--- config.mk ---
export PLATFORM = sky130hd
export DESIGN_NAME = axi_ctrl_top
export DESIGN_NICKNAME = d
export VERILOG_FILES = /design/src/logic/axi_ctrl_pkg.sv /design/src/logic/axi_ctrl_if.sv /design/src/logic/axi_lite_frontend.sv /design/src/logic/reg_map.sv /design/src/logic/stream_fifo.sv /design/src/logic/tx_stream.sv /design/src/logic/rx_stream.sv /design/src/logic/axi_ctrl_top.sv
export VERILOG_INCLUDE_DIRS = /design/src /design/src/include
export SDC_FILE = /design/constraint.sdc
export NUM_CORES = 1
export LEC_CHECK = 0
export BUFFER_PORTS_ARGS = -buffer_cell sky130_fd_sc_hd__buf_2
export CORE_MARGIN = 4
export CORE_UTILIZATION = 50
export DETAILED_ROUTE_END_ITERATION = 10
export GPL_ROUTABILITY_DRIVEN = 0
export PLACE_DENSITY = 0.74
export SLEW_MARGIN = 25
export SYNTH_ARGS = -nofsm -noshare
export SYNTH_HDL_FRONTEND = slang
export SYNTH_SLANG_ARGS = --single-unit
--- constraint.sdc ---
create_clock -name clk -period 4.6 [get_ports clk]
set_input_delay 0.46 -clock clk [delete_from_list [all_inputs] [get_ports clk]]
set_output_delay 0.46 -clock clk [all_outputs]
set_load 0.05 [all_outputs]
--- src/include/axi_ctrl_settings.svh ---
/* Widths, counts, FIFO depth and region base addresses of the AXI peripheral controller.
   Included by the package and by every module that sizes ports or decodes addresses. */
`ifndef AXI_CTRL_SETTINGS_SVH
`define AXI_CTRL_SETTINGS_SVH

// Bus widths
`define AXC_DATA_W      8
`define AXC_ADDR_W      32

// Region sizes
`define AXC_CONF_NUM    8
`define AXC_STAT_NUM    8
`define AXC_TX_NUM      2
`define AXC_RX_NUM      2
`define AXC_FIFO_DEPTH  4           // Entries per stream FIFO

// Base addresses, one byte per register
`define AXC_CONF_BASE   32'h2000_0000
`define AXC_TX_BASE     32'h2100_0000
`define AXC_RX_BASE     32'h2200_0000
`define AXC_STAT_BASE   32'h2400_0000

`endif

--- src/logic/axi_ctrl_pkg.sv ---
/* Shared types of the AXI peripheral controller, compiled before every other design file */
`default_nettype none

`include "axi_ctrl_settings.svh"

package axi_ctrl_pkg;

    typedef logic [`AXC_DATA_W-1:0]                 data_t;       // Register or stream byte
    typedef logic [`AXC_ADDR_W-1:0]                 addr_t;
    typedef logic [$clog2(`AXC_FIFO_DEPTH+1)-1:0]   cnt_t;        // 0 to depth
    typedef logic [$clog2(`AXC_CONF_NUM)-1:0]       conf_idx_t;
    typedef logic [$clog2(`AXC_TX_NUM)-1:0]         stream_idx_t;

    typedef enum logic [1:0] {
        RESP_OKAY   = 2'b00,
        RESP_DECERR = 2'b11                                       // Wrong mapping
    } resp_e;

    typedef enum logic [2:0] {REG_NONE, REG_CONF, REG_STAT, REG_TX, REG_RX} region_e;

endpackage

`default_nettype wire

--- src/logic/axi_ctrl_if.sv ---
/* Internal links of the controller: the host bus from the AXI frontend to the
   register map, and the register map's ports to the transmit and receive streams */
`timescale 1ns/1ps
`default_nettype none

interface host_bus_if;
    import axi_ctrl_pkg::*;

    logic   wr_req;             // Joined AW and W request
    addr_t  wr_addr;
    data_t  wr_data;
    logic   wr_ready;           // Low only while a TX FIFO is full
    logic   wr_ok;
    logic   rd_req;
    addr_t  rd_addr;
    logic   rd_ready;           // Low only while an RX FIFO is empty
    logic   rd_ok;
    data_t  rd_data;

    modport host   (output wr_req, wr_addr, wr_data, rd_req, rd_addr,
                    input  wr_ready, wr_ok, rd_ready, rd_ok, rd_data);
    modport target (input  wr_req, wr_addr, wr_data, rd_req, rd_addr,
                    output wr_ready, wr_ok, rd_ready, rd_ok, rd_data);
endinterface

interface tx_port_if;
    import axi_ctrl_pkg::*;

    logic        push_en;
    stream_idx_t push_idx;
    data_t       push_data;
    logic        push_ready;    // Selected FIFO not full
    stream_idx_t cnt_idx;
    cnt_t        count;         // Occupancy of FIFO at cnt_idx

    modport master (output push_en, push_idx, push_data, cnt_idx, input push_ready, count);
    modport slave  (input push_en, push_idx, push_data, cnt_idx, output push_ready, count);
endinterface

interface rx_port_if;
    import axi_ctrl_pkg::*;

    logic        pop_en;
    stream_idx_t pop_idx;
    logic        pop_ready;     // Selected FIFO not empty
    data_t       pop_data;      // Head of selected FIFO

    modport master (output pop_en, pop_idx, input pop_ready, pop_data);
    modport slave  (input pop_en, pop_idx, output pop_ready, pop_data);
endinterface

`default_nettype wire

--- src/logic/axi_lite_frontend.sv ---
/* AXI4-Lite slave handshakes. Joins AW and W into one host write, passes AR on as a
   host read, and registers the B and R responses until the master takes them */
`timescale 1ns/1ps
`default_nettype none

module axi_lite_frontend (
    input  logic                clk,
    input  logic                rst_n,
    // AW channel
    input  axi_ctrl_pkg::addr_t s_awaddr_i,
    input  logic                s_awvalid_i,
    output logic                s_awready_o,
    // W channel
    input  axi_ctrl_pkg::data_t s_wdata_i,
    input  logic                s_wvalid_i,
    output logic                s_wready_o,
    // B channel
    output axi_ctrl_pkg::resp_e s_bresp_o,
    output logic                s_bvalid_o,
    input  logic                s_bready_i,
    // AR channel
    input  axi_ctrl_pkg::addr_t s_araddr_i,
    input  logic                s_arvalid_i,
    output logic                s_arready_o,
    // R channel
    output axi_ctrl_pkg::data_t s_rdata_o,
    output axi_ctrl_pkg::resp_e s_rresp_o,
    output logic                s_rvalid_o,
    input  logic                s_rready_i,
    host_bus_if.host            bus_o
);
    import axi_ctrl_pkg::*;

    logic wr_hsk;   // Write accepted this cycle
    logic rd_hsk;   // Read accepted this cycle

    // Write request only with both channels present and B slot free
    assign bus_o.wr_req  = s_awvalid_i & s_wvalid_i & ~s_bvalid_o;
    assign bus_o.wr_addr = s_awaddr_i;
    assign bus_o.wr_data = s_wdata_i;
    assign wr_hsk        = bus_o.wr_req & bus_o.wr_ready;
    assign s_awready_o   = wr_hsk;              // AW and W taken together
    assign s_wready_o    = wr_hsk;

    assign bus_o.rd_req  = s_arvalid_i & ~s_rvalid_o;   // Blocked while R pending
    assign bus_o.rd_addr = s_araddr_i;
    assign rd_hsk        = bus_o.rd_req & bus_o.rd_ready;
    assign s_arready_o   = rd_hsk;

    // B valid, held until bready
    always_ff @(posedge clk or negedge rst_n) begin
        if (!rst_n) begin
            s_bvalid_o <= 1'b0;
        end else if (wr_hsk) begin
            s_bvalid_o <= 1'b1;
        end else if (s_bready_i) begin
            s_bvalid_o <= 1'b0;
        end
    end

    // R valid, same scheme
    always_ff @(posedge clk or negedge rst_n) begin
        if (!rst_n) begin
            s_rvalid_o <= 1'b0;
        end else if (rd_hsk) begin
            s_rvalid_o <= 1'b1;
        end else if (s_rready_i) begin
            s_rvalid_o <= 1'b0;
        end
    end

    // Response payload, loaded on the handshake edge only
    always_ff @(posedge clk) begin
        if (wr_hsk) begin
            s_bresp_o <= bus_o.wr_ok ? RESP_OKAY : RESP_DECERR;
        end
        if (rd_hsk) begin
            s_rresp_o <= bus_o.rd_ok ? RESP_OKAY : RESP_DECERR;
            s_rdata_o <= bus_o.rd_data;         // Zero on a refused read
        end
    end

endmodule

`default_nettype wire

--- src/logic/reg_map.sv ---
/* Address decode and register map. Holds the configuration registers, muxes status
   reads, and routes TX writes and RX reads to the stream blocks */
`timescale 1ns/1ps
`default_nettype none

`include "axi_ctrl_settings.svh"

module reg_map (
    input  logic                clk,
    input  logic                rst_n,
    host_bus_if.target          bus_i,
    input  axi_ctrl_pkg::data_t stat_reg_i [`AXC_STAT_NUM],
    output axi_ctrl_pkg::data_t conf_reg_o [`AXC_CONF_NUM],
    tx_port_if.master           tx_o,
    rx_port_if.master           rx_o
);
    import axi_ctrl_pkg::*;

    region_e     wr_region;
    region_e     rd_region;
    conf_idx_t   wr_idx;
    conf_idx_t   rd_idx;

    // Exact hit on base plus index, index below the region size
    function automatic region_e decode_region(input addr_t addr);
        region_e region;
        region = REG_NONE;
        if ((addr - addr_t'(`AXC_CONF_BASE)) < `AXC_CONF_NUM) begin
            region = REG_CONF;
        end else if ((addr - addr_t'(`AXC_STAT_BASE)) < `AXC_STAT_NUM) begin
            region = REG_STAT;
        end else if ((addr - addr_t'(`AXC_TX_BASE)) < `AXC_TX_NUM) begin
            region = REG_TX;
        end else if ((addr - addr_t'(`AXC_RX_BASE)) < `AXC_RX_NUM) begin
            region = REG_RX;
        end
        return region;
    endfunction

    assign wr_region = decode_region(bus_i.wr_addr);
    assign rd_region = decode_region(bus_i.rd_addr);
    assign wr_idx    = conf_idx_t'(bus_i.wr_addr);    // Bases are aligned, low bits give index
    assign rd_idx    = conf_idx_t'(bus_i.rd_addr);

    // Stream peers
    assign tx_o.push_en   = bus_i.wr_req & (wr_region == REG_TX);
    assign tx_o.push_idx  = stream_idx_t'(wr_idx);
    assign tx_o.push_data = bus_i.wr_data;
    assign tx_o.cnt_idx   = stream_idx_t'(rd_idx);
    assign rx_o.pop_en    = bus_i.rd_req & (rd_region == REG_RX);   // FIFO drops pop when empty
    assign rx_o.pop_idx   = stream_idx_t'(rd_idx);

    // Write side readiness and response
    always_comb begin
        bus_i.wr_ready = 1'b1;
        bus_i.wr_ok    = 1'b0;
        case (wr_region)
            REG_CONF: bus_i.wr_ok = 1'b1;
            REG_TX: begin
                bus_i.wr_ready = tx_o.push_ready;       // Stall on full FIFO
                bus_i.wr_ok    = 1'b1;
            end
            default: bus_i.wr_ok = 1'b0;                // Read-only or unmapped
        endcase
    end

    // Read side readiness, response and data
    always_comb begin
        bus_i.rd_ready = 1'b1;
        bus_i.rd_ok    = 1'b1;
        bus_i.rd_data  = '0;
        case (rd_region)
            REG_CONF: bus_i.rd_data = conf_reg_o[rd_idx];
            REG_STAT: bus_i.rd_data = stat_reg_i[rd_idx];
            REG_TX:   bus_i.rd_data = data_t'(tx_o.count);  // Occupancy, zero extended
            REG_RX: begin
                bus_i.rd_ready = rx_o.pop_ready;        // Stall on empty FIFO
                bus_i.rd_data  = rx_o.pop_data;
            end
            default: bus_i.rd_ok = 1'b0;
        endcase
    end

    // Configuration registers
    always_ff @(posedge clk or negedge rst_n) begin
        if (!rst_n) begin
            conf_reg_o <= '{default: '0};
        end else if (bus_i.wr_req && bus_i.wr_ready && wr_region == REG_CONF) begin
            conf_reg_o[wr_idx] <= bus_i.wr_data;
        end
    end

endmodule

`default_nettype wire

--- src/logic/stream_fifo.sv ---
/* Synchronous byte FIFO with an occupancy count, used by both stream blocks.
   Push when full and pop when empty are dropped */
`timescale 1ns/1ps
`default_nettype none

`include "axi_ctrl_settings.svh"

module stream_fifo #(
    parameter int DEPTH = `AXC_FIFO_DEPTH
) (
    input  logic                clk,
    input  logic                rst_n,
    input  logic                push_i,
    input  axi_ctrl_pkg::data_t push_data_i,
    input  logic                pop_i,
    output axi_ctrl_pkg::data_t pop_data_o,
    output logic                full_o,
    output logic                empty_o,
    output axi_ctrl_pkg::cnt_t  count_o
);
    import axi_ctrl_pkg::*;

    localparam int PTR_W = (DEPTH > 1) ? $clog2(DEPTH) : 1;

    data_t            mem_q [DEPTH];
    logic [PTR_W-1:0] wr_ptr_q;
    logic [PTR_W-1:0] rd_ptr_q;
    logic             do_push;
    logic             do_pop;

    assign full_o     = (count_o == cnt_t'(DEPTH));
    assign empty_o    = (count_o == '0);
    assign do_push    = push_i & ~full_o;
    assign do_pop     = pop_i & ~empty_o;
    assign pop_data_o = mem_q[rd_ptr_q];    // Head, valid when not empty

    always_ff @(posedge clk or negedge rst_n) begin
        if (!rst_n) begin
            wr_ptr_q <= '0;
            rd_ptr_q <= '0;
            count_o  <= '0;
        end else begin
            if (do_push) begin
                wr_ptr_q <= (wr_ptr_q == PTR_W'(DEPTH-1)) ? '0 : wr_ptr_q + 1'b1;
            end
            if (do_pop) begin
                rd_ptr_q <= (rd_ptr_q == PTR_W'(DEPTH-1)) ? '0 : rd_ptr_q + 1'b1;
            end
            count_o <= count_o + cnt_t'(do_push) - cnt_t'(do_pop);
        end
    end

    // Storage
    always_ff @(posedge clk) begin
        if (do_push) begin
            mem_q[wr_ptr_q] <= push_data_i;
        end
    end

endmodule

`default_nettype wire

--- src/logic/tx_stream.sv ---
/* Transmit streams. Bus writes push into the FIFO picked by index, the far side
   pops bytes out, and a bus read returns one FIFO's count */
`timescale 1ns/1ps
`default_nettype none

`include "axi_ctrl_settings.svh"

module tx_stream (
    input  logic                    clk,
    input  logic                    rst_n,
    tx_port_if.slave                port_i,
    output axi_ctrl_pkg::data_t     tx_data_o [`AXC_TX_NUM],
    output logic [`AXC_TX_NUM-1:0]  tx_valid_o,
    input  logic [`AXC_TX_NUM-1:0]  tx_pop_i
);
    import axi_ctrl_pkg::*;

    logic [`AXC_TX_NUM-1:0] full;
    logic [`AXC_TX_NUM-1:0] empty;
    cnt_t                   count [`AXC_TX_NUM];

    for (genvar i = 0; i < `AXC_TX_NUM; i++) begin : g_fifo
        stream_fifo #(.DEPTH(`AXC_FIFO_DEPTH)) i_fifo (
            .clk         (clk),
            .rst_n       (rst_n),
            .push_i      (port_i.push_en && port_i.push_idx == stream_idx_t'(i)),
            .push_data_i (port_i.push_data),
            .pop_i       (tx_pop_i[i]),             // Far side read end
            .pop_data_o  (tx_data_o[i]),
            .full_o      (full[i]),
            .empty_o     (empty[i]),
            .count_o     (count[i])
        );
        assign tx_valid_o[i] = ~empty[i];
    end

    assign port_i.push_ready = ~full[port_i.push_idx];
    assign port_i.count      = count[port_i.cnt_idx];

endmodule

`default_nettype wire

--- src/logic/rx_stream.sv ---
/* Receive streams. The far side pushes bytes in, a bus read pops the head of the
   FIFO picked by index */
`timescale 1ns/1ps
`default_nettype none

`include "axi_ctrl_settings.svh"

module rx_stream (
    input  logic                    clk,
    input  logic                    rst_n,
    rx_port_if.slave                port_i,
    input  axi_ctrl_pkg::data_t     rx_data_i [`AXC_RX_NUM],
    input  logic [`AXC_RX_NUM-1:0]  rx_push_i,
    output logic [`AXC_RX_NUM-1:0]  rx_ready_o
);
    import axi_ctrl_pkg::*;

    logic [`AXC_RX_NUM-1:0] full;
    logic [`AXC_RX_NUM-1:0] empty;
    data_t                  head [`AXC_RX_NUM];

    for (genvar i = 0; i < `AXC_RX_NUM; i++) begin : g_fifo
        stream_fifo #(.DEPTH(`AXC_FIFO_DEPTH)) i_fifo (
            .clk         (clk),
            .rst_n       (rst_n),
            .push_i      (rx_push_i[i]),            // Far side write end
            .push_data_i (rx_data_i[i]),
            .pop_i       (port_i.pop_en && port_i.pop_idx == stream_idx_t'(i)),
            .pop_data_o  (head[i]),
            .full_o      (full[i]),
            .empty_o     (empty[i]),
            .count_o     ()
        );
        assign rx_ready_o[i] = ~full[i];
    end

    assign port_i.pop_ready = ~empty[port_i.pop_idx];
    assign port_i.pop_data  = head[port_i.pop_idx];

endmodule

`default_nettype wire

--- src/logic/axi_ctrl_top.sv ---
/* Top level of the AXI peripheral controller. Plain AXI4-Lite slave ports, register
   and stream ports; wires the frontend, register map and stream blocks */
`timescale 1ns/1ps
`default_nettype none

`include "axi_ctrl_settings.svh"

module axi_ctrl_top (
    input  logic                    clk,
    input  logic                    rst_n,
    // AXI4-Lite slave
    input  axi_ctrl_pkg::addr_t     s_awaddr_i,
    input  logic                    s_awvalid_i,
    output logic                    s_awready_o,
    input  axi_ctrl_pkg::data_t     s_wdata_i,
    input  logic                    s_wvalid_i,
    output logic                    s_wready_o,
    output axi_ctrl_pkg::resp_e     s_bresp_o,
    output logic                    s_bvalid_o,
    input  logic                    s_bready_i,
    input  axi_ctrl_pkg::addr_t     s_araddr_i,
    input  logic                    s_arvalid_i,
    output logic                    s_arready_o,
    output axi_ctrl_pkg::data_t     s_rdata_o,
    output axi_ctrl_pkg::resp_e     s_rresp_o,
    output logic                    s_rvalid_o,
    input  logic                    s_rready_i,
    // Registers
    input  axi_ctrl_pkg::data_t     stat_reg_i [`AXC_STAT_NUM],
    output axi_ctrl_pkg::data_t     conf_reg_o [`AXC_CONF_NUM],
    // Transmit streams
    output axi_ctrl_pkg::data_t     tx_data_o  [`AXC_TX_NUM],
    output logic [`AXC_TX_NUM-1:0]  tx_valid_o,
    input  logic [`AXC_TX_NUM-1:0]  tx_pop_i,
    // Receive streams
    input  axi_ctrl_pkg::data_t     rx_data_i  [`AXC_RX_NUM],
    input  logic [`AXC_RX_NUM-1:0]  rx_push_i,
    output logic [`AXC_RX_NUM-1:0]  rx_ready_o
);

    host_bus_if bus_if ();
    tx_port_if  tx_if ();
    rx_port_if  rx_if ();

    axi_lite_frontend i_frontend (
        .clk         (clk),
        .rst_n       (rst_n),
        .s_awaddr_i  (s_awaddr_i),
        .s_awvalid_i (s_awvalid_i),
        .s_awready_o (s_awready_o),
        .s_wdata_i   (s_wdata_i),
        .s_wvalid_i  (s_wvalid_i),
        .s_wready_o  (s_wready_o),
        .s_bresp_o   (s_bresp_o),
        .s_bvalid_o  (s_bvalid_o),
        .s_bready_i  (s_bready_i),
        .s_araddr_i  (s_araddr_i),
        .s_arvalid_i (s_arvalid_i),
        .s_arready_o (s_arready_o),
        .s_rdata_o   (s_rdata_o),
        .s_rresp_o   (s_rresp_o),
        .s_rvalid_o  (s_rvalid_o),
        .s_rready_i  (s_rready_i),
        .bus_o       (bus_if.host)
    );

    reg_map i_reg_map (
        .clk        (clk),
        .rst_n      (rst_n),
        .bus_i      (bus_if.target),
        .stat_reg_i (stat_reg_i),
        .conf_reg_o (conf_reg_o),
        .tx_o       (tx_if.master),
        .rx_o       (rx_if.master)
    );

    tx_stream i_tx_stream (
        .clk        (clk),
        .rst_n      (rst_n),
        .port_i     (tx_if.slave),
        .tx_data_o  (tx_data_o),
        .tx_valid_o (tx_valid_o),
        .tx_pop_i   (tx_pop_i)
    );

    rx_stream i_rx_stream (
        .clk        (clk),
        .rst_n      (rst_n),
        .port_i     (rx_if.slave),
        .rx_data_i  (rx_data_i),
        .rx_push_i  (rx_push_i),
        .rx_ready_o (rx_ready_o)
    );

endmodule

`default_nettype wire

==> out/results.ini <==
[sta]
drv_slew=0
setup_viol=0
fin_skew_ns=0.01030
max_freq_mhz=314.4
rsz0062_at_grt=no
finalSetupTns_ns=0
fin_ws_ns=1.419
worst_pin_slew_ns=0.9087
fin_crit_sh_pct=69.15
relSlewSlack_pct=39.42
period_needed_ns=3.181
finalHoldViolations=0

[synth]
synth_fa_ha_area_share_pct=4.785
ys_warn_count=0
synthCells=677
ys_types=60
synth_edf_count=138
syn-cell-area_um2=11090
synth_seq_cells=232
synthXorXnorAreaFrac_pct=1.106
syn-num-nets=880
async_flop_share_pct=40.52
synth-compound-area-share_pct=3.002
yosysSeqAreaShare_pct=58.59
syn_area_per_cell_um2=16.38
synth.area.mux_share_pct=23.10
synthFlopType=edfxtp_1
synth_simple_gate_area_share_pct=6.918
synth_top_family_by_area=multiplexers

[floorplan]
core_area_um2=21820
rows=54
io_pins=264
fp.dieW_um=156.9
start_util_pct=50.80
dieHeight_um=156.9
die_area_um2=24620

[power]
p_leak_nw=6.023
switchingPower_mw=1.229
p_clk_share_pct=38.2
total_power_mw=5.016
power.share.sequential_pct=49.2
swShare_pct=24.51
cellPowerDensity_nw_per_um2=373.7
irDropWorstVdd_uv=301.6
p_int_mw=3.787
comb_power_share_pct=12.6

[clock_tree]
tritoncts=yes
clk_path_buf_depth=3
cts-htree-levels=1
post_cts_buffers=0
clk_root_buffer_cell=clkbuf_16
clk_latency_ns=0.51
hold_buffers=0
cts_resized=0
clock_sinks=232
cts.reportedPaths.clkPinSlew_ns=0.06
cts_buffers=25

[place]
io_buffers=263
hpwl_um=20810
dp_cells=1194
post-place-ws_ns=1.233

[critical_path]
arrival_ns=2.72
cp-start-kind=input pin
worstSetupPathType=input pin to output pin
required_ns=4.14
ff2ff_path_depth=11
end_kind=output pin
path_max_fanout=32

[routing]
wire_per_inst_um=22.10
drt-total-wl_um=27420
vias=6998
ant_nets=0
vias_per_cell=5.639
drc=0
firstDrtPassIters=4
drt-initial-drc-count=436

[global_routing]
grt_usage_pct=22.09
grt_max_degree=60
grt_pass1_vias=7239
grt-ovfl-total=0
antenna_found_initial=2
grt_pass1_wl_um=41520

[outcome]
outcome=complete, no violations

[layout]
fin_nets=1144
post-route-util_pct=61.51
fin_cells=1241
area_growth_pct=21.08
drive_gt1_share_pct=49.53

[worst_hold_path]
hp-class=input pin to asynchronous set/reset pin

[job]
cap_violations=0

[per-layer routing]
layer / GRT usage [%] / part of all wire [%] / up-vias
met5: 0 / 0.029 / -
met2: 38.43 / 52 / 236
li1: - / - / 3174
met4: 5.826 / 2.4 / 2
met1: 28.55 / 39 / 3540
met3: 4.509 / 6.9 / 46
[stage by stage]
stage,area (um2),hold slack [ns]
final,13420,0.02086
after global routing,13420,0.07605
after CTS,13420,0.04692
after detailed placement,12630,0.4927
after global placement,12630,0.4887
after floorplan,11090,0.1644
[cell usage after synthesis (all sizes together), types with 2 or more instances]
cell type / n / share of area, %
and2: 9 / 0.51
inv: 34 / 1.2
or4: 3 / 0.20
edfxtp: 138 / 37
nand2: 16 / 0.54
xor2: 4 / 0.32
a21o: 5 / 0.34
a311oi: 3 / 0.24
mux2: 87 / 8.8
a21oi: 2 / 0.090
o32a: 2 / 0.18
o211ai: 2 / 0.18
nand3b: 2 / 0.14
clkbuf: 8 / 0.27
a31oi: 6 / 0.34
o22ai: 5 / 0.28
nor3: 14 / 0.63
nor2b: 4 / 0.23
ha: 36 / 4.1
o211a: 2 / 0.18
mux4: 64 / 13
nor4: 11 / 0.93
nand4: 6 / 0.51
a21boi: 3 / 0.20
nor2: 18 / 0.61
nand4b: 5 / 0.56
xnor2: 10 / 0.79
or3: 2 / 0.11
and2b: 2 / 0.16
nand2b: 3 / 0.17
and3: 11 / 0.62
mux2i: 14 / 1.3
o21ai: 3 / 0.14
buf: 21 / 1.1
fa: 4 / 0.72
a211oi: 3 / 0.25
nor4b: 5 / 0.39
dfrtp: 94 / 21
nand3: 5 / 0.32
o21ba: 2 / 0.18
[cell type report]
type                            count  area [um2]
Multi-Input combinational cell    382        4314
Antenna cell                        2       5.005
Inverter                           34       127.6
Clock buffer                       30       664.4
Sequential cell                   232        6496
Timing Repair Buffer              266        1341
Clock inverter                     15       125.1
Fill cell                        1694        8399
Tap cell                          280       350.3
[registers in the layout, indices dropped and copies added, names as in the netlist]
register / count
i_rx_stream.g_fifo.i_fifo.rd_ptr_q: 4
i_reg_map.conf_reg_o: 64
i_frontend.s_rdata_o: 8
i_frontend.s_bresp_o: 1
i_tx_stream.g_fifo.i_fifo.rd_ptr_q: 4
i_rx_stream.g_fifo.i_fifo.count_o: 6
i_rx_stream.g_fifo.i_fifo.mem_q: 64
i_frontend.s_rvalid_o: 1
i_frontend.s_bvalid_o: 1
i_tx_stream.g_fifo.i_fifo.mem_q: 64
i_frontend.s_rresp_o: 1
i_tx_stream.g_fifo.i_fifo.count_o: 6
i_rx_stream.g_fifo.i_fifo.wr_ptr_q: 4
i_tx_stream.g_fifo.i_fifo.wr_ptr_q: 4
[layout by cell type (no fill, tap or decap), types with 5 or more instances in the layout]
cell,n
inv_1,34
dfrtp_1,94
nor3_1,14
and3_1,11
mux2i_1,14
clkinv_2,6
clkinv_1,5
nor2_1,18
buf_2,262
and2_1,8
mux4_2,64
a21o_1,5
o22ai_1,5
nand2_1,16
edfxtp_1,138
a31oi_1,6
ha_1,36
nor4_1,7
xnor2_1,10
nor4b_1,5
mux2_2,87
clkbuf_16,25
[path summary, 6_finish.rpt]
| check | from | to | slack [ns] |
|---|---|---|---|
| worst max-delay path | s_araddr_i[2] | s_arready_o | 1.42 |
| worst min-delay path | rst_n | i_reg_map.conf_reg_o[15] | 0.02 |
| worst max register to register | i_frontend.s_bvalid_o | i_tx_stream.g_fifo[1].i_fifo.count_o[2] | 1.90 |
| worst min register to register | i_frontend.s_bvalid_o | i_frontend.s_bvalid_o | 0.50 |
| max in group asynchronous | rst_n | i_reg_map.conf_reg_o[6] | 3.61 |
| min in group clk | rx_data_i[2] | i_rx_stream.g_fifo[1].i_fifo.mem_q[1][2] | 0.16 |
[power by group through the flow]
stage | logic (mW) | clock network [mW] | registers [mW]
floorplan | 0.382 | 0 | 2.51
global placement | 0.621 | 0 | 2.50
detailed placement | 0.642 | 0 | 2.51
CTS | 0.646 | 1.95 | 2.47
global route | 0.703 | 2.05 | 2.48
finish | 0.632 | 1.92 | 2.47
[kinds of logic (layout without fill, tap and decap cells)]
family | Yosys count | count (layout)
DFF | 232 | 232
AOI/OAI and AO/OA | 43 | 43
buffers and inverters | 63 | 345
other | 0 | 2
muxes | 165 | 165
xor gates and xnor gates | 14 | 14
adders and majority gates | 40 | 40
and+or+nand+nor | 120 | 120
[critical path, cell delays in order]
cell	delay, ns
buf_2	0.35
or4_1	0.60
nor4_2	0.46
nand3b_1	0.23
o21ba_2	0.36
buf_2	0.25
(Power assumes the default switching activity.)
